`config.mk`:
```
export PLATFORM = sky130hd
export DESIGN_NAME = psram_top
export DESIGN_NICKNAME = d
export VERILOG_FILES = /design/src/hdl/psram_pkg.sv /design/src/hdl/psram_ctrl.sv /design/src/hdl/psram_top.sv /design/src/hdl/spi_shifter.sv
export SDC_FILE = /design/constraint.sdc
export NUM_CORES = 1
export LEC_CHECK = 0
export BUFFER_PORTS_ARGS = -buffer_cell sky130_fd_sc_hd__clkbuf_2
export CAP_MARGIN = 5
export CORE_MARGIN = 3
export CORE_UTILIZATION = 31
export CTS_BUF_LIST = sky130_fd_sc_hd__clkbuf_4 sky130_fd_sc_hd__clkbuf_8 sky130_fd_sc_hd__clkbuf_16
export DETAILED_ROUTE_END_ITERATION = 12
export HOLD_SLACK_MARGIN = 0.05
export PLACE_DENSITY = 0.48
export SLEW_MARGIN = 25
export SYNTH_ARGS = -nofsm -noshare
export SYNTH_HDL_FRONTEND = slang
export SYNTH_SLANG_ARGS = --single-unit
```
`constraint.sdc`:
```
create_clock -name clk -period 2.6 [get_ports clk]
set_clock_uncertainty 0.1 [all_clocks]
set_input_delay 0.13 -clock clk [delete_from_list [all_inputs] [get_ports clk]]
set_output_delay 0.13 -clock clk [all_outputs]
set_load 0.02 [all_outputs]
```
`src/hdl/psram_pkg.sv`:
```
// opcode, FSM state and frame kind enums for the SPI PSRAM controller
// user request and SPI frame structs, power-up and chip-select timing
`default_nettype none

package psram_pkg;

	localparam logic [15:0] POWERUP_CYCLES = 16'd12800;	// 50 x 256, ~150 us at 84 MHz
	localparam logic [1:0] CE_HIGH_CYCLES = 2'd2;		// ce_n high time between frames
	localparam int ADDR_W = 23;				// 64 Mbit, byte addressed
	localparam logic [5:0] CMD_BITS = 6'd8;			// opcode only
	localparam logic [5:0] LONG_BITS = 6'd40;		// opcode + addr + data

	typedef enum logic [7:0] {
		OP_WRITE = 8'h02,
		OP_READ  = 8'h03,
		OP_RSTEN = 8'h66,	// reset enable, must precede OP_RST
		OP_RST   = 8'h99
	} psram_op_e;

	typedef enum logic [2:0] {
		S_IDLE_OFF   = 3'd0,	// waiting for start
		S_POWERUP    = 3'd1,
		S_RSTEN      = 3'd2,
		S_RST        = 3'd3,
		S_READY      = 3'd4,
		S_WAIT_FRAME = 3'd5	// user request on the wire
	} ctrl_state_e;

	typedef enum logic [1:0] {
		FK_CMD   = 2'd0,	// 8 bits out
		FK_WRITE = 2'd1,	// 40 bits out
		FK_READ  = 2'd2		// 32 out, 8 in
	} frame_kind_e;

	typedef struct packed {
		logic              is_write;
		logic [ADDR_W-1:0] addr;
		logic [7:0]        wdata;
	} psram_cmd_t;

	typedef struct packed {
		frame_kind_e kind;
		psram_op_e   opcode;
		logic [23:0] addr;	// msb always zero
		logic [7:0]  data;
	} spi_frame_t;

endpackage

`default_nettype wire

```
`src/hdl/psram_ctrl.sv`:
```
// PSRAM control FSM: power-up wait, reset-enable/reset sequence,
// single-byte request acceptance and frame issue to the SPI shifter
`timescale 1ns/10ps
`default_nettype none

module psram_ctrl import psram_pkg::*; (
	input  wire        clk,
	input  wire        rst_n,
	input  wire        start,		// level, begins init
	input  wire        cmd_strobe,		// one-cycle request pulse
	input  psram_cmd_t cmd,
	input  wire        frame_done,		// from shifter
	input  wire  [7:0] rx_byte,
	output spi_frame_t frame,
	output logic       frame_go,
	output logic       ready,
	output logic       busy,
	output logic       rd_valid,
	output logic [7:0] rd_data
);

	ctrl_state_e state;
	logic [15:0] pu_cnt;			// power-up wait counter
	psram_cmd_t  cmd_q;			// the one accepted request
	logic        accept;
	logic        rd_done;

	// only S_READY has ready high and busy low
	assign accept  = (state == S_READY) && cmd_strobe;
	assign rd_done = (state == S_WAIT_FRAME) && frame_done && !cmd_q.is_write;

	// frame contents follow the state, shifter latches them on frame_go
	always_comb begin
		frame.addr = 24'h000000;
		frame.data = 8'h00;
		case (state)
			S_RSTEN: begin
				frame.kind   = FK_CMD;
				frame.opcode = OP_RSTEN;
			end
			S_RST: begin
				frame.kind   = FK_CMD;
				frame.opcode = OP_RST;
			end
			default: begin
				frame.kind   = cmd_q.is_write ? FK_WRITE : FK_READ;
				frame.opcode = cmd_q.is_write ? OP_WRITE : OP_READ;
				frame.addr   = {1'b0, cmd_q.addr};	// pad to 24 bits
				frame.data   = cmd_q.wdata;		// ignored on reads
			end
		endcase
	end

	always_ff @(posedge clk or negedge rst_n) begin
		if (!rst_n) begin
			state    <= S_IDLE_OFF;
			pu_cnt   <= 16'd0;
			frame_go <= 1'b0;
			ready    <= 1'b0;
			busy     <= 1'b0;
			rd_valid <= 1'b0;
		end else begin
			frame_go <= 1'b0;			// pulses by default
			rd_valid <= 1'b0;
			case (state)
				S_IDLE_OFF: begin
					pu_cnt <= 16'd0;
					if (start)
						state <= S_POWERUP;
				end
				S_POWERUP: begin
					pu_cnt <= pu_cnt + 16'd1;
					if (pu_cnt == POWERUP_CYCLES - 16'd1) begin
						state    <= S_RSTEN;	// frame picks RSTEN from state
						frame_go <= 1'b1;
					end
				end
				S_RSTEN: begin
					if (frame_done) begin
						state    <= S_RST;
						frame_go <= 1'b1;	// back-to-back reset
					end
				end
				S_RST: begin
					if (frame_done) begin
						state <= S_READY;
						ready <= 1'b1;		// device initialized
					end
				end
				S_READY: begin
					if (accept) begin
						state    <= S_WAIT_FRAME;
						busy     <= 1'b1;
						frame_go <= 1'b1;
					end
				end
				S_WAIT_FRAME: begin
					if (frame_done) begin
						state    <= S_READY;
						busy     <= 1'b0;
						rd_valid <= !cmd_q.is_write;
					end
				end
				default: state <= S_IDLE_OFF;
			endcase
		end
	end

	// request and read data registers
	always_ff @(posedge clk) begin
		if (accept)
			cmd_q <= cmd;
		if (rd_done)
			rd_data <= rx_byte;		// valid with rd_valid
	end

	// frame_go only on entry to a frame-issuing state
	a_go_on_entry: assert property (@(posedge clk) disable iff (!rst_n)
		frame_go |-> (state != $past(state)) &&
			(state inside {S_RSTEN, S_RST, S_WAIT_FRAME}));

	// init is one-way until reset
	a_ready_sticky: assert property (@(posedge clk) disable iff (!rst_n)
		ready |=> ready);

endmodule

`default_nettype wire

```
`src/hdl/psram_top.sv`:
```
// PSRAM controller top: control FSM plus SPI shifter
`timescale 1ns/10ps
`default_nettype none

module psram_top import psram_pkg::*; (
	input  wire        clk,
	input  wire        rst_n,
	input  wire        start,
	input  wire        cmd_strobe,
	input  psram_cmd_t cmd,
	input  wire        mem_miso,
	output logic       ready,
	output logic       busy,
	output logic       rd_valid,
	output logic [7:0] rd_data,
	output logic       mem_ce_n,
	output logic       mem_clk,
	output logic       mem_mosi
);

	spi_frame_t frame;		// ctrl to shifter
	logic       frame_go;
	logic       frame_done;
	logic [7:0] rx_byte;

	psram_ctrl ctrl_i (
		.clk        (clk),
		.rst_n      (rst_n),
		.start      (start),
		.cmd_strobe (cmd_strobe),
		.cmd        (cmd),
		.frame_done (frame_done),
		.rx_byte    (rx_byte),
		.frame      (frame),
		.frame_go   (frame_go),
		.ready      (ready),
		.busy       (busy),
		.rd_valid   (rd_valid),
		.rd_data    (rd_data)
	);

	spi_shifter shifter_i (
		.clk        (clk),
		.rst_n      (rst_n),
		.frame      (frame),
		.frame_go   (frame_go),
		.mem_miso   (mem_miso),
		.frame_done (frame_done),
		.rx_byte    (rx_byte),
		.mem_ce_n   (mem_ce_n),
		.mem_clk    (mem_clk),
		.mem_mosi   (mem_mosi)
	);

endmodule

`default_nettype wire

```
`src/hdl/spi_shifter.sv`:
```
// SPI frame shifter serializing opcode, addr and data msb first
// with mem_clk at clk/2, mem_ce_n timing and read byte capture
`timescale 1ns/10ps
`default_nettype none

module spi_shifter import psram_pkg::*; (
	input  wire        clk,
	input  wire        rst_n,
	input  spi_frame_t frame,
	input  wire        frame_go,		// one-cycle pulse only when idle
	input  wire        mem_miso,
	output logic       frame_done,
	output logic [7:0] rx_byte,
	output logic       mem_ce_n,
	output logic       mem_clk,
	output logic       mem_mosi
);

	logic        active;		// ce_n low with bits on the wire
	logic [39:0] sh_reg;
	logic [5:0]  bit_cnt;		// bits still to finish
	logic [1:0]  ce_cnt;		// ce_n high hold countdown
	logic        is_rd;
	logic [39:0] load_sh;
	logic [5:0]  load_bits;
	logic        last_bit;

	// shift pattern and length per frame kind
	always_comb begin
		case (frame.kind)
			FK_WRITE: begin
				load_sh   = {frame.opcode, frame.addr, frame.data};
				load_bits = LONG_BITS;
			end
			FK_READ: begin
				load_sh   = {frame.opcode, frame.addr, 8'h00};	// mosi low in data phase
				load_bits = LONG_BITS;
			end
			default: begin
				load_sh   = {frame.opcode, 32'h0};
				load_bits = CMD_BITS;
			end
		endcase
	end

	assign last_bit = (bit_cnt == 6'd1);

	always_ff @(posedge clk or negedge rst_n) begin
		if (!rst_n) begin
			active     <= 1'b0;
			bit_cnt    <= 6'd0;
			ce_cnt     <= 2'd0;
			frame_done <= 1'b0;
			mem_ce_n   <= 1'b1;
			mem_clk    <= 1'b0;
			mem_mosi   <= 1'b0;
		end else begin
			frame_done <= 1'b0;
			if (frame_go) begin
				active   <= 1'b1;
				bit_cnt  <= load_bits;
				mem_ce_n <= 1'b0;
				mem_mosi <= load_sh[39];	// first bit ahead of first rise
			end else if (active) begin
				mem_clk <= !mem_clk;
				if (mem_clk) begin		// falling edge shifts next bit out
					bit_cnt  <= bit_cnt - 6'd1;
					mem_mosi <= last_bit ? 1'b0 : sh_reg[38];
					if (last_bit) begin
						active   <= 1'b0;
						mem_ce_n <= 1'b1;
						ce_cnt   <= CE_HIGH_CYCLES;
					end
				end
			end else if (ce_cnt != 2'd0) begin
				ce_cnt     <= ce_cnt - 2'd1;
				frame_done <= (ce_cnt == 2'd1);	// end of ce_n high time
			end
		end
	end

	// shift register and read byte capture
	always_ff @(posedge clk) begin
		if (frame_go) begin
			sh_reg <= load_sh;
			is_rd  <= (frame.kind == FK_READ);
		end else if (active) begin
			if (mem_clk)
				sh_reg <= {sh_reg[38:0], 1'b0};
			else if (is_rd && bit_cnt <= 6'd8)
				rx_byte <= {rx_byte[6:0], mem_miso};	// sample at rising edge
		end
	end

	a_clk_idle_low: assert property (@(posedge clk) disable iff (!rst_n)
		mem_ce_n |-> !mem_clk);

endmodule

`default_nettype wire

```
### After elaboration in Yosys (flattened, before gate mapping)

Cells that the tools add are included.

* add/subtract/negate cells: 3
* reduce and logical (&&, ||, !) cells: 25
* order comparisons: 1
* multiplexer cells: 47
* bitwise operators: 2
* equality and inequality tests: 18

Operator list (number)
* 39-bit 2-to-1 mux: 3
* 31-bit case mux with 2 select lines: 1
* 16-bit case mux with 2 select lines: 1
* 31-bit 2-to-1 mux: 1
* 6-bit 2-to-1 mux: 4
* 1-bit 2-to-1 mux: 23
* 10-bit case mux with 2 select lines: 1
* 16-bit by 1-bit adder with 16-bit output (second input constant): 1
* 16-bit by 14-bit == test with 1-bit output (second input constant): 1
* 3-bit 2-to-1 mux: 5
* 3-bit case mux with 5 select lines: 1
* 2-bit nonzero test: 7
* 2-bit by 1-bit inequality test with 1-bit output (second input constant): 6
* 2-bit 2-to-1 mux: 5
* 4-bit AND reduction: 2
* 3-bit by 2-bit == test with 1-bit output (second input constant): 2
* 3-bit == test (second input constant): 2
* 6-bit by 1-bit == test with 1-bit output (second input constant): 1
* 6-bit by 4-bit <= comparator with 1-bit output (second input constant): 1
* 2-bit AND reduction: 3
* 3-bit AND reduction: 2
* 2-bit OR reduction: 3
* 6-bit by 1-bit subtractor with 6-bit output (second input constant): 1
* 5-bit AND reduction: 1
* 11 further kinds: 18

* logic and storage cells: 116
* output and inout bits: 14
* input port bits: 37
* register bits: 124

### Depth between registers and ports, before layout

Gate-level depths: netlist (run 1).

* depth after elaboration: 6
* mapped depth: 6
* gate-level depth less buffers: 6

### By module

A second synthesis (run 1) with hierarchy kept.

* cell total of the unflattened synthesis: 418
* area total of the unflattened synthesis: 5442.7 um^2

By module, submodules not included
* psram_ctrl: area an instance 2772.7 um^2, sequential area each 1776.7 um^2, times used 1, cells each 233
* spi_shifter: area an instance 2670.1 um^2, sequential area each 1767.9 um^2, times used 1, cells each 185

### Least setup slack after synthesis (run 1)

Ideal clock, no wire load.

* path type: flip-flop to flip-flop
* start point: register ctrl_i.frame_go
* end point: register shifter_i.sh_reg[0], enable pin
* required time: 1.976 ns
* buffers on the path: 1
* arrival: 1.514 ns
* period minus slack after synthesis: 2.138 ns
* stages on the path, launching flop included: 4
* path slack: 0.462 ns
* library setup time: 0.524 ns
* cell sequence: dfrtp_1 -> clkinv_1 -> clkbuf_1 -> nand2_1

* cells in the longest elaborated chain, start to end: 2
* elaborated cells on any way between the ends: 3
* those cells by class: 3 x reduce/logical

Ends and longest elaborated chain
* start: declaration: line psram_ctrl.sv:15 `output logic frame_go,`
* start signal: assignment: line psram_ctrl.sv:58 `frame_go <= 1'b0;`
* start signal: assignment: line psram_ctrl.sv:63 `frame_go <= 1'b0;`
* start signal: assignment: line psram_ctrl.sv:75 `frame_go <= 1'b1;`
* 2-bit nonzero test (no line)
* 2-bit AND reduction (no line) *
* end signal: assignment: line spi_shifter.sv:85 `sh_reg <= load_sh;`
* end signal: assignment: line spi_shifter.sv:89 `sh_reg <= {sh_reg[38:0], 1'b0};`
* end: declaration: line spi_shifter.sv:20 `logic [39:0] sh_reg;`

Every way passes the cells marked *; elsewhere a longest branch is shown, timed or not.
A chain may end at the register's enable or synchronous reset.

### Worst setup path after layout (run 1)

* start point: register ctrl_i.pu_cnt[0]
* end point: register ctrl_i.frame_go

* cells in the longest elaborated chain, start to end: 3

Ends and longest elaborated chain
* start: declaration: line psram_ctrl.sv:23 `logic [15:0] pu_cnt;`
* start signal: assignment: line psram_ctrl.sv:72 `pu_cnt <= pu_cnt + 16'd1;`
* 16-bit by 14-bit == test with 1-bit output: line psram_ctrl.sv:73 `if (pu_cnt == POWERUP_CYCLES - 16'd1) begin`
* 1-bit 2-to-1 mux: line psram_ctrl.sv:73
* 1-bit case mux with 3 select lines: line psram_ctrl.sv:65 `case (state)`
* end signal: assignment: line psram_ctrl.sv:63
* end signal: assignment: line psram_ctrl.sv:75
* end signal: assignment: line psram_ctrl.sv:81 `frame_go <= 1'b1;`

Every way passes these cells.

==> metrics.json, run 1 <==
{
  "yosys": {
    "ys_warn_count": 0,
    "synth_seq_area_share_pct": 71.3,
    "synth.top_cells.by_area": "edfxtp_1 53%, dfrtp_1 18%, a22o_1 5.3%",
    "post_synth_num_cell_types": 46,
    "synth_enable_flop_cells": 88,
    "ys.flop_type": "edfxtp_1",
    "asyncSetResetFlopFracSynth_pct": 29.0,
    "syn-instance-count": 354,
    "synth_seq_cells": 124,
    "synthesis.nets": 397,
    "syn_avg_cell_area_sq_um": 14.0,
    "syn-cell-area_sq_um": 4970,
    "post-synth-top-area-fraction_pct": 53.2,
    "synth_largest_area_cell": "edfxtp_1"
  },
  "placed_design": {
    "place_congestion": 0.746,
    "dpl_worst_slack_ns": 0.644,
    "numPortBuffers": 50,
    "hpwl_mm": 5.60,
    "detailed_place.area_sq_um": 5500
  },
  "outcome": {
    "result_of_the_run": "completed"
  },
  "floorplan": {
    "die_w_microns": 133,
    "floorplan.core_area_sq_um": 15400,
    "num_rows": 45,
    "die_area_sq_um": 17600,
    "floorplan.initialDensity_pct": 32.2,
    "io-pin-count": 51,
    "floorplan.die.height_microns": 133
  },
  "final_layout": {
    "count_of_fill_cells_added_during_filler_insertion": 1458,
    "largest_register_ff_count": 39,
    "finish.net_count": 493,
    "syn_to_final_growth_pct": 29.4,
    "antennaDiodeCount": 0,
    "fin_area_sq_um": 6430,
    "layout.core_utilization_pct": 41.7,
    "post_route_cells_drive_above_1_share_pct": 20.7
  },
  "sta": {
    "finalWorstPathRequiredPeriod_ns": 1.95,
    "slew_violations": 0,
    "timing_worst_slew_pin_value_ns": 0.853,
    "finalSetupViolations": 0,
    "tns_ns": 0,
    "timing.fmax_ghz": 0.513,
    "post-route-worst-setup-slack_ns": 0.651,
    "unrepaired_setup_endpoints_after_global_routing": "false",
    "slew_headroom_pct": 43.2,
    "fin_crit_sh_pct": 75.0,
    "timing_hold_violations_final": 0
  },
  "critical_path": {
    "timing.critical_path.slowest_stage_cell": "or4b_1",
    "setup.worst_path.start_class": "register",
    "cp_max_fo": 7,
    "endpoint_kind": "register",
    "critPathRequiredTime_ns": 2.85,
    "worst-setup-path-type": "reg2reg",
    "crit_path_max_incr_delay_ns": 0.46,
    "timing.critical_path.cells": "ha_1 > nand3_1 > nor4_4 > or4b_1 > nand2_1",
    "cp.arrival_ns": 2.20
  },
  "clock_tree": {
    "cts-buffers-inserted": 17,
    "cts.root.buffer_cell": "clkbuf_16",
    "clock_path_buffers": 2,
    "insertion_delay_ns": 0.41,
    "clkTransAtPathRegs_ns": 0.06,
    "clkSinkCount": 124,
    "cts-resized-gates": 0,
    "cts_htree_levels": 4,
    "tritoncts": "built"
  },
  "drt": {
    "route.vias.total": 3080,
    "route.detailed.vias_per_inst": 4.57,
    "drt_first_pass_iters": 4,
    "drc": 0,
    "antenna_left": 0,
    "postRouteWirelength_mm": 9.13,
    "drt-wirelength-per-cell_microns": 13.6,
    "dr.first_iter.drc_count": 120
  },
  "power": {
    "power.clock.fraction_pct": 51.4,
    "post-layout-total-power_mw": 4.50,
    "power.static_leakage_nw": 2.49,
    "netSwitchingPower_mw": 0.906,
    "cellPowerDensity_nw_per_um2": 700,
    "combPwrFrac_pct": 1.8,
    "max_ir_drop_vdd_mv": 0.521,
    "power_switching_share_pct": 20.1,
    "power_frac_seq_pct": 46.8,
    "intPower_mw": 3.60
  },
  "global_routing": {
    "grt_start_max_net_pins": 40,
    "grt_use_total_pct": 11.4,
    "grt_first_pass_wirelength_mm": 15.9,
    "globalRoute.totalOverflow": 0,
    "grt_antenna_before_repair": 0,
    "first_global_vias": 3158
  },
  "flow_run": {
    "drv.max_cap_violation_count": 0
  },
  "min_path": {
    "timing.hold.worst.class": "in2reg"
  }
}
[stage by stage]
step	hold WS [ns]	instances
final	0.227	674
after floorplan	-0.266	354
after global placement	0.207	607
after CTS	0.207	674
after detailed placement	0.209	607
after global routing	0.283	674
[power groups by stage]
stage | Clock [mW] | Sequential (mW) | Combinational [mW]
2_1_floorplan | 0 | 2.15 | 0.000484
3_3_place_gp | 0 | 2.15 | 0.0392
3_5_place_dp | 0 | 2.15 | 0.0399
4_1_cts | 2.37 | 2.11 | 0.0806
5_1_grt | 2.46 | 2.10 | 0.0894
6_report | 2.32 | 2.11 | 0.0791
[worst max-delay path, delay by kind of cell (launching register included)]
family / cells / cell delay (ns)
simple gates: 4 / 1.20
fa+ha+maj: 1 / 0.19
flops: 1 / 0.40
[per-layer routing]
metal | share of wire, % | track usage, % | up-vias | wire length (microns)
li1 | - | - | 1520 | -
met1 | 48 | 14.8 | 1480 | 4410
met2 | 46 | 17.2 | 66 | 4180
met3 | 4.1 | 3.54 | 14 | 374
met4 | 1.9 | 5.60 | 0 | 170
met5 | 0 | 0 | - | 0
[cells in the final DEF (no fill, tap or decap), types with 2 or more instances in the layout]
master / netlist / layout
xor2_1: 2 / 2
a211oi_1: 2 / 2
clkinvlp_4: 0 / 2
ha_1: 6 / 6
nand3_1: 9 / 9
clkinv_1: 1 / 3
nand2b_1: 4 / 4
clkbuf_4: 0 / 2
a31oi_1: 2 / 2
edfxtp_1: 88 / 88
nand4_1: 5 / 5
nor2_1: 22 / 22
inv_6: 0 / 2
nor3_1: 9 / 9
clkbuf_2: 0 / 49
or4b_1: 2 / 2
and2_1: 4 / 4
o21ai_0: 24 / 24
and3_1: 4 / 4
a21oi_1: 10 / 10
nand3b_1: 2 / 2
nor2b_1: 3 / 3
bufinv_16: 0 / 2
buf_4: 1 / 8
nand2_1: 27 / 27
inv_1: 12 / 12
clkbuf_16: 0 / 17
dfrtp_1: 35 / 35
a22o_1: 30 / 30
dlygate4sd3_1: 0 / 35
clkinv_4: 0 / 5
mux2i_1: 9 / 9
xnor2_1: 5 / 5
a21o_1: 2 / 2
[repair_timing]
action	CTS	global route
hold endpoints to repair	69	0
setup buffers	0	0
hold buffers	35	0
[area by class of cell]
class | instances | area (sq um) | area share, %
Multi-Input combinational cell | 200 | 1310 | 20.3
Clock inverter | 13 | 144 | 2.24
Tap cell | 211 | 264 | 4.11
Timing Repair Buffer | 94 | 681 | 10.6
Inverter | 13 | 48.8 | 0.759
Sequential cell | 124 | 3540 | 55.1
Clock buffer | 19 | 440 | 6.85
[worst paths after layout]
kind                            slack, ns                               to                            from  depth (start not counted)
worst max-delay path                 0.65        ctrl_i.frame_go$_DFF_PN0_    ctrl_i.pu_cnt[0]$_DFFE_PN0P_                          5
worst min-delay path                 0.23      ctrl_i.state[0]$_DFFE_PN0P_                           start                          5
worst min register to register       0.33      ctrl_i.rd_data[7]$_DFFE_PP_  shifter_i.rx_byte[7]$_DFFE_PP_                          0
max in group asynchronous            1.59  shifter_i.ce_cnt[1]$_DFFE_PN0P_                           rst_n                          2
worst max register to register       0.65        ctrl_i.frame_go$_DFF_PN0_    ctrl_i.pu_cnt[0]$_DFFE_PN0P_                          5
min in group asynchronous            0.26          ctrl_i.busy$_DFFE_PN0P_                           rst_n                          2
[cells by family (layout without fill, tap and decap cells)]
group	after synthesis	count (layout)	synth area share [%]
DFF	124	124	71.3
and+or+nand+nor	98	98	10.4
AOI/OAI and AO/OA	79	79	11.1
buffers and inverters	30	139	2.37
muxes	10	10	2.04
xor gates and xnor gates	7	7	1.23
adders and majority gates	6	6	1.51
[cell usage after synthesis, types with 6 or more instances]
master / instances
mux2i_1: 9
clkbuf_1: 15
a21oi_1: 10
nand3_1: 9
nand2_1: 27
dfrtp_1: 35
edfxtp_1: 88
nor3_1: 9
ha_1: 6
nor2_1: 22
a22o_1: 30
inv_1: 12
o21ai_0: 24
No activity file was read; power rests on OpenSTA's default activity.
==> run 2, diff against run 1 <==
Clock period 2.6 ns to 1.9 ns, I/O delays scaled along.
==> run 2 against run 1 <==
Wire length is 1.2% lower. Combinational power grew 38%. Sequential power rose by 36%. Via count rose by 1.5%. Sequential share of layout area fell by 0.77 points. Setup slack got worse by 0.52 ns. Sequential cell count unchanged. Die area did not move.
==> metrics.json, run 2 (synthesized netlist as in run 1, its figures left out) <==
{
  "global_routing": {
    "grt_antenna_before_repair": {"value": 0, "change": "unchanged"},
    "grt_start_max_net_pins": {"value": 37, "change": "was 40"},
    "grt_use_total": {"value": 11.3, "unit": "%", "change": "was 11.4%"},
    "first_global_vias": {"value": 3166, "change": "was 3,158"},
    "grt_first_pass_wirelength": {"value": 15.7, "unit": "mm", "change": "was 15.9 mm"},
    "globalRoute.totalOverflow": {"value": 0, "change": "unchanged"}
  },
  "floorplan": {
    "floorplan.initialDensity": {"value": 32.2, "unit": "%", "change": "unchanged"},
    "num_rows": {"value": 45, "change": "unchanged"},
    "die_w": {"value": 133, "unit": "microns", "change": "unchanged"},
    "floorplan.core_area": {"value": 15400, "unit": "sq um", "change": "unchanged"},
    "die_area": {"value": 17600, "unit": "sq um", "change": "unchanged"},
    "floorplan.die.height": {"value": 133, "unit": "microns", "change": "unchanged"},
    "io-pin-count": {"value": 51, "change": "unchanged"}
  },
  "critical_path": {
    "critPathRequiredTime": {"value": 2.15, "unit": "ns", "change": "was 2.85 ns"},
    "timing.critical_path.cells": {"value": "or4_4 > nor4_4 > or4b_1 > nand2_1", "change": "was ha_1 > nand3_1 > nor4_4 > or4b_1 > nand2_1"},
    "cp.arrival": {"value": 2.02, "unit": "ns", "change": "was 2.20 ns"},
    "endpoint_kind": {"value": "register", "change": "unchanged"},
    "path_buf_inv": {"value": 0, "change": "unchanged"},
    "setup.worst_path.start_class": {"value": "register", "change": "unchanged"},
    "timing.critical_path.slowest_stage_cell": {"value": "or4_4", "change": "was or4b_1"},
    "crit_path_max_incr_delay": {"value": 0.54, "unit": "ns", "change": "was 0.46 ns"},
    "worst-setup-path-type": {"value": "reg2reg", "change": "unchanged"},
    "cp_max_fo": {"value": 2, "change": "was 7"},
    "worst_path_top_cell_family_by_delay": {"value": "simple AND/OR/NAND/NOR gates", "change": "unchanged"}
  },
  "placed_design": {
    "dpl_worst_slack": {"value": 0.0952, "unit": "ns", "change": "was 0.644 ns"},
    "placed_cells": {"value": 619, "change": "was 607"},
    "numPortBuffers": {"value": 50, "change": "unchanged"},
    "place_congestion": {"value": 0.733, "change": "was 0.746"},
    "hpwl": {"value": 5.77, "unit": "mm", "change": "was 5.60 mm"}
  },
  "outcome": {
    "result_of_the_run": {"value": "completed", "change": "unchanged"}
  },
  "sta": {
    "tns": {"value": 0, "unit": "ns", "change": "unchanged"},
    "timing_hold_violations_final": {"value": 0, "change": "unchanged"},
    "slew_violations": {"value": 0, "change": "unchanged"},
    "fin_crit_sh": {"value": 93.2, "unit": "%", "change": "was 75.0%"},
    "timing_worst_slew_pin_value": {"value": 0.494, "unit": "ns", "change": "was 0.853 ns"},
    "finalWorstPathRequiredPeriod": {"value": 1.77, "unit": "ns", "change": "was 1.95 ns"},
    "post-route-worst-setup-slack": {"value": 0.129, "unit": "ns", "change": "was 0.651 ns"},
    "finalSetupViolations": {"value": 0, "change": "unchanged"},
    "timing.fmax": {"value": 0.565, "unit": "GHz", "change": "was 0.513 GHz"},
    "slew_headroom": {"value": 67.1, "unit": "%", "change": "was 43.2%"},
    "unrepaired_setup_endpoints_after_global_routing": {"value": "false", "change": "unchanged"}
  },
  "final_layout": {
    "number_of_standard_cells_in_the_layout_taps_in_and_fillers_out": {"value": 686, "change": "was 674"},
    "count_of_fill_cells_added_during_filler_insertion": {"value": 1459, "change": "was 1,458"},
    "multiInputGateArea": {"value": 1320, "unit": "sq um", "change": "was 1310 sq um"},
    "syn_to_final_growth": {"value": 31.2, "unit": "%", "change": "was 29.4%"},
    "layout.core_utilization": {"value": 42.3, "unit": "%", "change": "was 41.7%"},
    "largest_register_ff_count": {"value": 39, "change": "unchanged"},
    "layout.area.seq": {"value": 3540, "unit": "sq um", "change": "unchanged"},
    "layout.cells.most_common_list": {"value": "88 x edfxtp_1, 50 x clkbuf_2, 35 x dfrtp_1, 35 x dlygate4sd3_1, 30 x a22o_1", "change": "was 88 x edfxtp_1, 49 x clkbuf_2, 35 x dfrtp_1, 35 x dlygate4sd3_1, 30 x a22o_1"},
    "antennaDiodeCount": {"value": 0, "change": "unchanged"},
    "finish.net_count": {"value": 505, "change": "was 493"},
    "post_route_cells_drive_above_1_share": {"value": 23.8, "unit": "%", "change": "was 20.7%"},
    "final_common_cell": {"value": "edfxtp_1", "change": "unchanged"}
  },
  "power": {
    "max_ir_drop_vdd": {"value": 0.553, "unit": "mV", "change": "was 0.521 mV"},
    "power_frac_seq": {"value": 48.1, "unit": "%", "change": "was 46.8%"},
    "combPwrFrac": {"value": 1.8, "unit": "%", "change": "about the same"},
    "netSwitchingPower": {"value": 1.21, "unit": "mW", "change": "was 0.906 mW"},
    "power_switching_share": {"value": 20.1, "unit": "%", "change": "about the same"},
    "cellPowerDensity": {"value": 918, "unit": "nW/um^2", "change": "was 700 nW/um^2"},
    "power.clock.fraction": {"value": 50.0, "unit": "%", "change": "was 51.4%"},
    "intPower": {"value": 4.78, "unit": "mW", "change": "was 3.60 mW"},
    "post-layout-total-power": {"value": 5.99, "unit": "mW", "change": "was 4.50 mW"},
    "power.static_leakage": {"value": 2.53, "unit": "nW", "change": "was 2.49 nW"}
  },
  "clock_tree": {
    "tritoncts": {"value": "built", "change": "unchanged"},
    "clock_path_buffers": {"value": 2, "change": "unchanged"},
    "postCtsSetupBuffers": {"value": 0, "change": "unchanged"},
    "clkSinkCount": {"value": 124, "change": "unchanged"},
    "cts.root.buffer_cell": {"value": "clkbuf_16", "change": "unchanged"},
    "insertion_delay": {"value": 0.41, "unit": "ns", "change": "about the same"},
    "clkTransAtPathRegs": {"value": 0.05, "unit": "ns", "change": "was 0.06 ns"},
    "cts-buffers-inserted": {"value": 17, "change": "unchanged"},
    "cts_htree_levels": {"value": 4, "change": "unchanged"}
  },
  "drt": {
    "drt_first_pass_iters": {"value": 4, "change": "unchanged"},
    "drt-wirelength-per-cell": {"value": 13.1, "unit": "microns", "change": "was 13.6 microns"},
    "antenna_left": {"value": 0, "change": "unchanged"},
    "postRouteWirelength": {"value": 9.02, "unit": "mm", "change": "was 9.13 mm"},
    "route.vias.total": {"value": 3127, "change": "was 3,080"},
    "route.detailed.vias_per_inst": {"value": 4.56, "change": "was 4.57"},
    "drc": {"value": 0, "change": "unchanged"},
    "dr.first_iter.drc_count": {"value": 145, "change": "was 120"}
  },
  "flow_run": {
    "drv.max_cap_violation_count": {"value": 0, "change": "unchanged"}
  },
  "min_path": {
    "timing.hold.worst.class": {"value": "in2async", "change": "was in2reg"}
  }
}
[run 2: power by group through the flow]
stage / sequential [mW] / combinational (mW) / clock, mW
floorplan: 2.94 / 0.000660 / 0
global placement: 2.94 / 0.0540 / 0
detailed placement: 2.94 / 0.0556 / 0
CTS: 2.88 / 0.111 / 3.10
global route: 2.88 / 0.123 / 3.23
finish: 2.88 / 0.109 / 3.00
[run 2: layout make-up]
class | instances | area share, %
Sequential cell | 124 | 54.4
Tap cell | 211 | 4.05
Multi-Input combinational cell | 200 | 20.3
Timing Repair Buffer | 106 | 12.0
Clock inverter | 13 | 1.82
Clock buffer | 19 | 6.75
Inverter | 13 | 0.748
[run 2: worst paths after layout]
| kind | startpoint | to | slack, ns | cells after the start |
|---|---|---|---|---|
| worst min register to register | shifter_i.rx_byte[7]$_DFFE_PP_ | ctrl_i.rd_data[7]$_DFFE_PP_ | 0.32 | 0 |
| min in group clk | start | ctrl_i.state[0]$_DFFE_PN0P_ | 0.19 | 5 |
| worst max register to register | ctrl_i.pu_cnt[10]$_DFFE_PN0P_ | ctrl_i.frame_go$_DFF_PN0_ | 0.13 | 4 |
| max in group asynchronous | rst_n | shifter_i.mem_ce_n$_DFFE_PN1P_ | 1.16 | 3 |
| worst max-delay path | ctrl_i.pu_cnt[10]$_DFFE_PN0P_ | ctrl_i.frame_go$_DFF_PN0_ | 0.13 | 4 |
| worst min-delay path | rst_n | ctrl_i.pu_cnt[2]$_DFFE_PN0P_ | 0.18 | 3 |
[run 2: worst reg2reg max path, delay by kind of cell (launching register included)]
family	cells	cell delay, ns
and+or+nand+nor	4	1.24
DFF	1	0.37
[run 2: layer usage]
| layer | wire length [microns] | vias up | global-route usage [%] |
|---|---|---|---|
| li1 | - | 1547 | - |
| met1 | 4280 | 1494 | 15.0 |
| met2 | 4190 | 71 | 16.9 |
| met3 | 358 | 15 | 3.35 |
| met5 | 0 | - | 0 |
| met4 | 197 | 0 | 5.72 |
[run 2: repair_timing]
action,CTS,global route
hold endpoints to repair,70,0
hold buffers,35,0
gates resized for setup,0,2
setup endpoints to repair,0,2
[run 2: metrics by stage]
step / hold slack (ns) / area (sq um)
floorplan: -0.301 / 4970
global placement: 0.0748 / 5600
detailed placement: 0.0771 / 5600
CTS: 0.174 / 6510
global route: 0.232 / 6520
finish: 0.179 / 6520
==> run 3, diff against run 2 <==
==> constraint.sdc (replaced) <==
create_clock -name clk -period 1.9 [get_ports clk]
set_clock_uncertainty 0.1 [all_clocks]
set_input_delay 0.285 -clock clk [delete_from_list [all_inputs] [get_ports clk]]
set_output_delay 0.285 -clock clk [all_outputs]
set_load 0.02 [all_outputs]
==> run 3 against run 2 <==
Fmax rose by 0.15%. Cell area down 0.15%. First-iteration DRC count increased by 3.4%. Sequential cell count stayed put. Via count decreased by 0.32%. Largest power group unchanged. Highest routed layer unchanged.
==> metrics.json, run 3 (synthesized netlist as in run 1, its figures left out) <==
{
  "sta": {
    "timing_hold_violations_final": {"value": 0, "change": "unchanged"},
    "timing_worst_slew_pin_value": {"value": 0.497, "unit": "ns", "change": "was 0.494 ns"},
    "tns": {"value": 0, "unit": "ns", "change": "unchanged"},
    "slew_violations": {"value": 0, "change": "unchanged"},
    "unrepaired_setup_endpoints_after_global_routing": {"value": "false", "change": "unchanged"},
    "finalWorstPathRequiredPeriod": {"value": 1.77, "unit": "ns", "change": "about the same"},
    "finalSetupViolations": {"value": 0, "change": "unchanged"},
    "slew_headroom": {"value": 66.9, "unit": "%", "change": "was 67.1%"},
    "post-route-worst-setup-slack": {"value": 0.131, "unit": "ns", "change": "was 0.129 ns"},
    "timing.fmax": {"value": 0.565, "unit": "GHz", "change": "about the same"},
    "fin_crit_sh": {"value": 93.1, "unit": "%", "change": "was 93.2%"}
  },
  "critical_path": {
    "worst_path_top_cell_family_by_delay": {"value": "simple AND/OR/NAND/NOR gates", "change": "unchanged"},
    "crit_path_max_incr_delay": {"value": 0.47, "unit": "ns", "change": "was 0.54 ns"},
    "cp-startpoint": {"value": "ctrl_i.state[2]$_DFFE_PN0P_", "change": "was ctrl_i.pu_cnt[10]$_DFFE_PN0P_"},
    "worstReg2RegEnd": {"value": "ctrl_i.pu_cnt[10]$_DFFE_PN0P_", "change": "was ctrl_i.frame_go$_DFF_PN0_"},
    "cp_max_fo": {"value": 12, "change": "was 2"},
    "reg_to_reg_startpoint": {"value": "ctrl_i.state[2]$_DFFE_PN0P_", "change": "was ctrl_i.pu_cnt[10]$_DFFE_PN0P_"},
    "worst-r2r-cell-count": {"value": 4, "change": "unchanged"},
    "endpoint_kind": {"value": "register", "change": "unchanged"},
    "critPathRequiredTime": {"value": 2.13, "unit": "ns", "change": "was 2.15 ns"},
    "cp.arrival": {"value": 1.99, "unit": "ns", "change": "was 2.02 ns"},
    "timing.critical_path.cells": {"value": "or2_2 > buf_4 > or4b_1 > o211ai_1", "change": "was or4_4 > nor4_4 > or4b_1 > nand2_1"},
    "worst-setup-path-type": {"value": "reg2reg", "change": "unchanged"},
    "worst-r2r-setup-slack": {"value": 0.13, "unit": "ns", "change": "about the same"},
    "crit_cells": {"value": 4, "change": "unchanged"},
    "setup.worst_path.start_class": {"value": "register", "change": "unchanged"},
    "timing.critical_path.slowest_stage_cell": {"value": "or4b_1", "change": "was or4_4"},
    "crit_end": {"value": "ctrl_i.pu_cnt[10]$_DFFE_PN0P_", "change": "was ctrl_i.frame_go$_DFF_PN0_"},
    "path_buf_inv": {"value": 1, "change": "was 0"}
  },
  "floorplan": {
    "die_w": {"value": 133, "unit": "microns", "change": "unchanged"},
    "num_rows": {"value": 45, "change": "unchanged"},
    "io-pin-count": {"value": 51, "change": "unchanged"},
    "die_area": {"value": 17600, "unit": "sq um", "change": "unchanged"},
    "floorplan.die.height": {"value": 133, "unit": "microns", "change": "unchanged"},
    "floorplan.initialDensity": {"value": 32.2, "unit": "%", "change": "unchanged"},
    "floorplan.core_area": {"value": 15400, "unit": "sq um", "change": "unchanged"}
  },
  "placed_design": {
    "dpl_worst_slack": {"value": 0.0952, "unit": "ns", "change": "unchanged"},
    "numPortBuffers": {"value": 50, "change": "unchanged"},
    "placed_cells": {"value": 619, "change": "unchanged"},
    "hpwl": {"value": 5.77, "unit": "mm", "change": "unchanged"},
    "detailed_place.area": {"value": 5600, "unit": "sq um", "change": "unchanged"},
    "place_congestion": {"value": 0.733, "change": "unchanged"}
  },
  "drt": {
    "route.vias.total": {"value": 3117, "change": "was 3,127"},
    "postRouteWirelength": {"value": 9.03, "unit": "mm", "change": "was 9.02 mm"},
    "drc": {"value": 0, "change": "unchanged"},
    "dr.first_iter.drc_count": {"value": 150, "change": "was 145"},
    "antenna_left": {"value": 0, "change": "unchanged"},
    "drt-wirelength-per-cell": {"value": 13.2, "unit": "microns", "change": "was 13.1 microns"},
    "drt_first_pass_iters": {"value": 4, "change": "unchanged"},
    "route.detailed.vias_per_inst": {"value": 4.55, "change": "was 4.56"}
  },
  "clock_tree": {
    "clkTransAtPathRegs": {"value": 0.05, "unit": "ns", "change": "about the same"},
    "tritoncts": {"value": "built", "change": "unchanged"},
    "clock_path_buffers": {"value": 2, "change": "unchanged"},
    "cts.root.buffer_cell": {"value": "clkbuf_16", "change": "unchanged"},
    "clkSinkCount": {"value": 124, "change": "unchanged"},
    "cts-buffers-inserted": {"value": 17, "change": "unchanged"},
    "cts_htree_levels": {"value": 4, "change": "unchanged"},
    "insertion_delay": {"value": 0.41, "unit": "ns", "change": "about the same"}
  },
  "final_layout": {
    "number_of_standard_cells_in_the_layout_taps_in_and_fillers_out": {"value": 685, "change": "was 686"},
    "layout.area.seq": {"value": 3540, "unit": "sq um", "change": "unchanged"},
    "fin_area": {"value": 6510, "unit": "sq um", "change": "was 6520 sq um"},
    "antennaDiodeCount": {"value": 0, "change": "unchanged"},
    "finish.net_count": {"value": 504, "change": "was 505"},
    "multiInputGateArea": {"value": 1320, "unit": "sq um", "change": "unchanged"},
    "post_route_cells_drive_above_1_share": {"value": 23.8, "unit": "%", "change": "about the same"},
    "layout.core_utilization": {"value": 42.2, "unit": "%", "change": "was 42.3%"},
    "count_of_fill_cells_added_during_filler_insertion": {"value": 1460, "change": "was 1,459"},
    "syn_to_final_growth": {"value": 31.0, "unit": "%", "change": "was 31.2%"},
    "largest_register_ff_count": {"value": 39, "change": "unchanged"},
    "final_common_cell": {"value": "edfxtp_1", "change": "unchanged"},
    "layout.cells.most_common_list": {"value": "88 x edfxtp_1, 50 x clkbuf_2, 35 x dfrtp_1", "change": "was 88 x edfxtp_1, 50 x clkbuf_2, 35 x dfrtp_1, 35 x dlygate4sd3_1, 30 x a22o_1"}
  },
  "global_routing": {
    "first_global_vias": {"value": 3156, "change": "was 3,166"},
    "grt_start_max_net_pins": {"value": 37, "change": "unchanged"},
    "globalRoute.totalOverflow": {"value": 0, "change": "unchanged"},
    "grt_antenna_before_repair": {"value": 0, "change": "unchanged"},
    "grt_use_total": {"value": 11.3, "unit": "%", "change": "about the same"},
    "grt_first_pass_wirelength": {"value": 15.7, "unit": "mm", "change": "about the same"}
  },
  "power": {
    "max_ir_drop_vdd": {"value": 0.554, "unit": "mV", "change": "was 0.553 mV"},
    "cellPowerDensity": {"value": 919, "unit": "nW/um^2", "change": "was 918 nW/um^2"},
    "power.static_leakage": {"value": 2.52, "unit": "nW", "change": "was 2.53 nW"}
  },
  "min_path": {
    "timing.hold.worst.class": {"value": "in2reg", "change": "was in2async"}
  },
  "flow_run": {
    "drv.max_cap_violation_count": {"value": 0, "change": "unchanged"}
  },
  "outcome": {
    "result_of_the_run": {"value": "completed", "change": "unchanged"}
  }
}
run 3: cell types whose count changed in the layout (fill, tap and decap cells not counted):
cell / previous run / this run
dlygate4sd3_1: 35 / 34
run 3: through the flow:
step	power, mW	hold WS, ns
after floorplan	2.94	-0.111
after global placement	2.99	0.265
after detailed placement	2.99	0.267
after CTS	6.09	0.112
after global routing	6.23	0.157
final	5.99	0.122
run 3: metal layers:
metal / GRT usage [%] / vias up / wire (microns) / part of all wire [%]
met5: 0 / - / 0 / 0
met1: 15.0 / 1490 / 4300 / 48
met2: 16.9 / 69 / 4190 / 46
met4: 5.72 / 0 / 197 / 2.2
met3: 3.35 / 15 / 345 / 3.8
li1: - / 1543 / - / -
run 3: where the power goes:
| group | internal [mW] | switching (mW) |
|---|---|---|
| Combinational | 0.0725 | 0.0354 |
| Clock | 1.83 | 1.17 |
| Sequential | 2.88 | 0 |
| Total | 4.78 | 1.20 |
run 3: area by class of cell:
cell class,count,share of cell area (%)
flip-flops and latches,124,54.4
clock buffers,19,6.76
repair buffers,105,11.9
well taps,211,4.05
clock inverters,13,1.83
multi-input cells,200,20.3
inverters,13,0.749
run 3: timing repair:
action	4_1_cts	5_1_grt
hold buffers	34	0
hold endpoints to repair	68	0
resized for setup	0	2
setup endpoints to repair	0	2
setup buffers	0	0
run 3: worst min-delay path by stage:
stage / startpoint / to / slack, ns / depth (start not counted)
after floorplan: rst_n / ctrl_i.busy$_DFFE_PN0P_ / -0.11 / 0
after global placement: rst_n / ctrl_i.pu_cnt[0]$_DFFE_PN0P_ / 0.26 / 2
after detailed placement: rst_n / ctrl_i.pu_cnt[2]$_DFFE_PN0P_ / 0.27 / 2
after CTS: cmd_strobe / ctrl_i.busy$_DFFE_PN0P_ / 0.11 / 3
after global routing: cmd_strobe / ctrl_i.busy$_DFFE_PN0P_ / 0.16 / 3
final: cmd_strobe / ctrl_i.busy$_DFFE_PN0P_ / 0.12 / 3
run 3: tightest hold or removal path, delay by kind of cell:
kind                   cells  cell delay [ns]
AOI/OAI and AO/OA          2             0.18
buffers and inverters      1             0.11
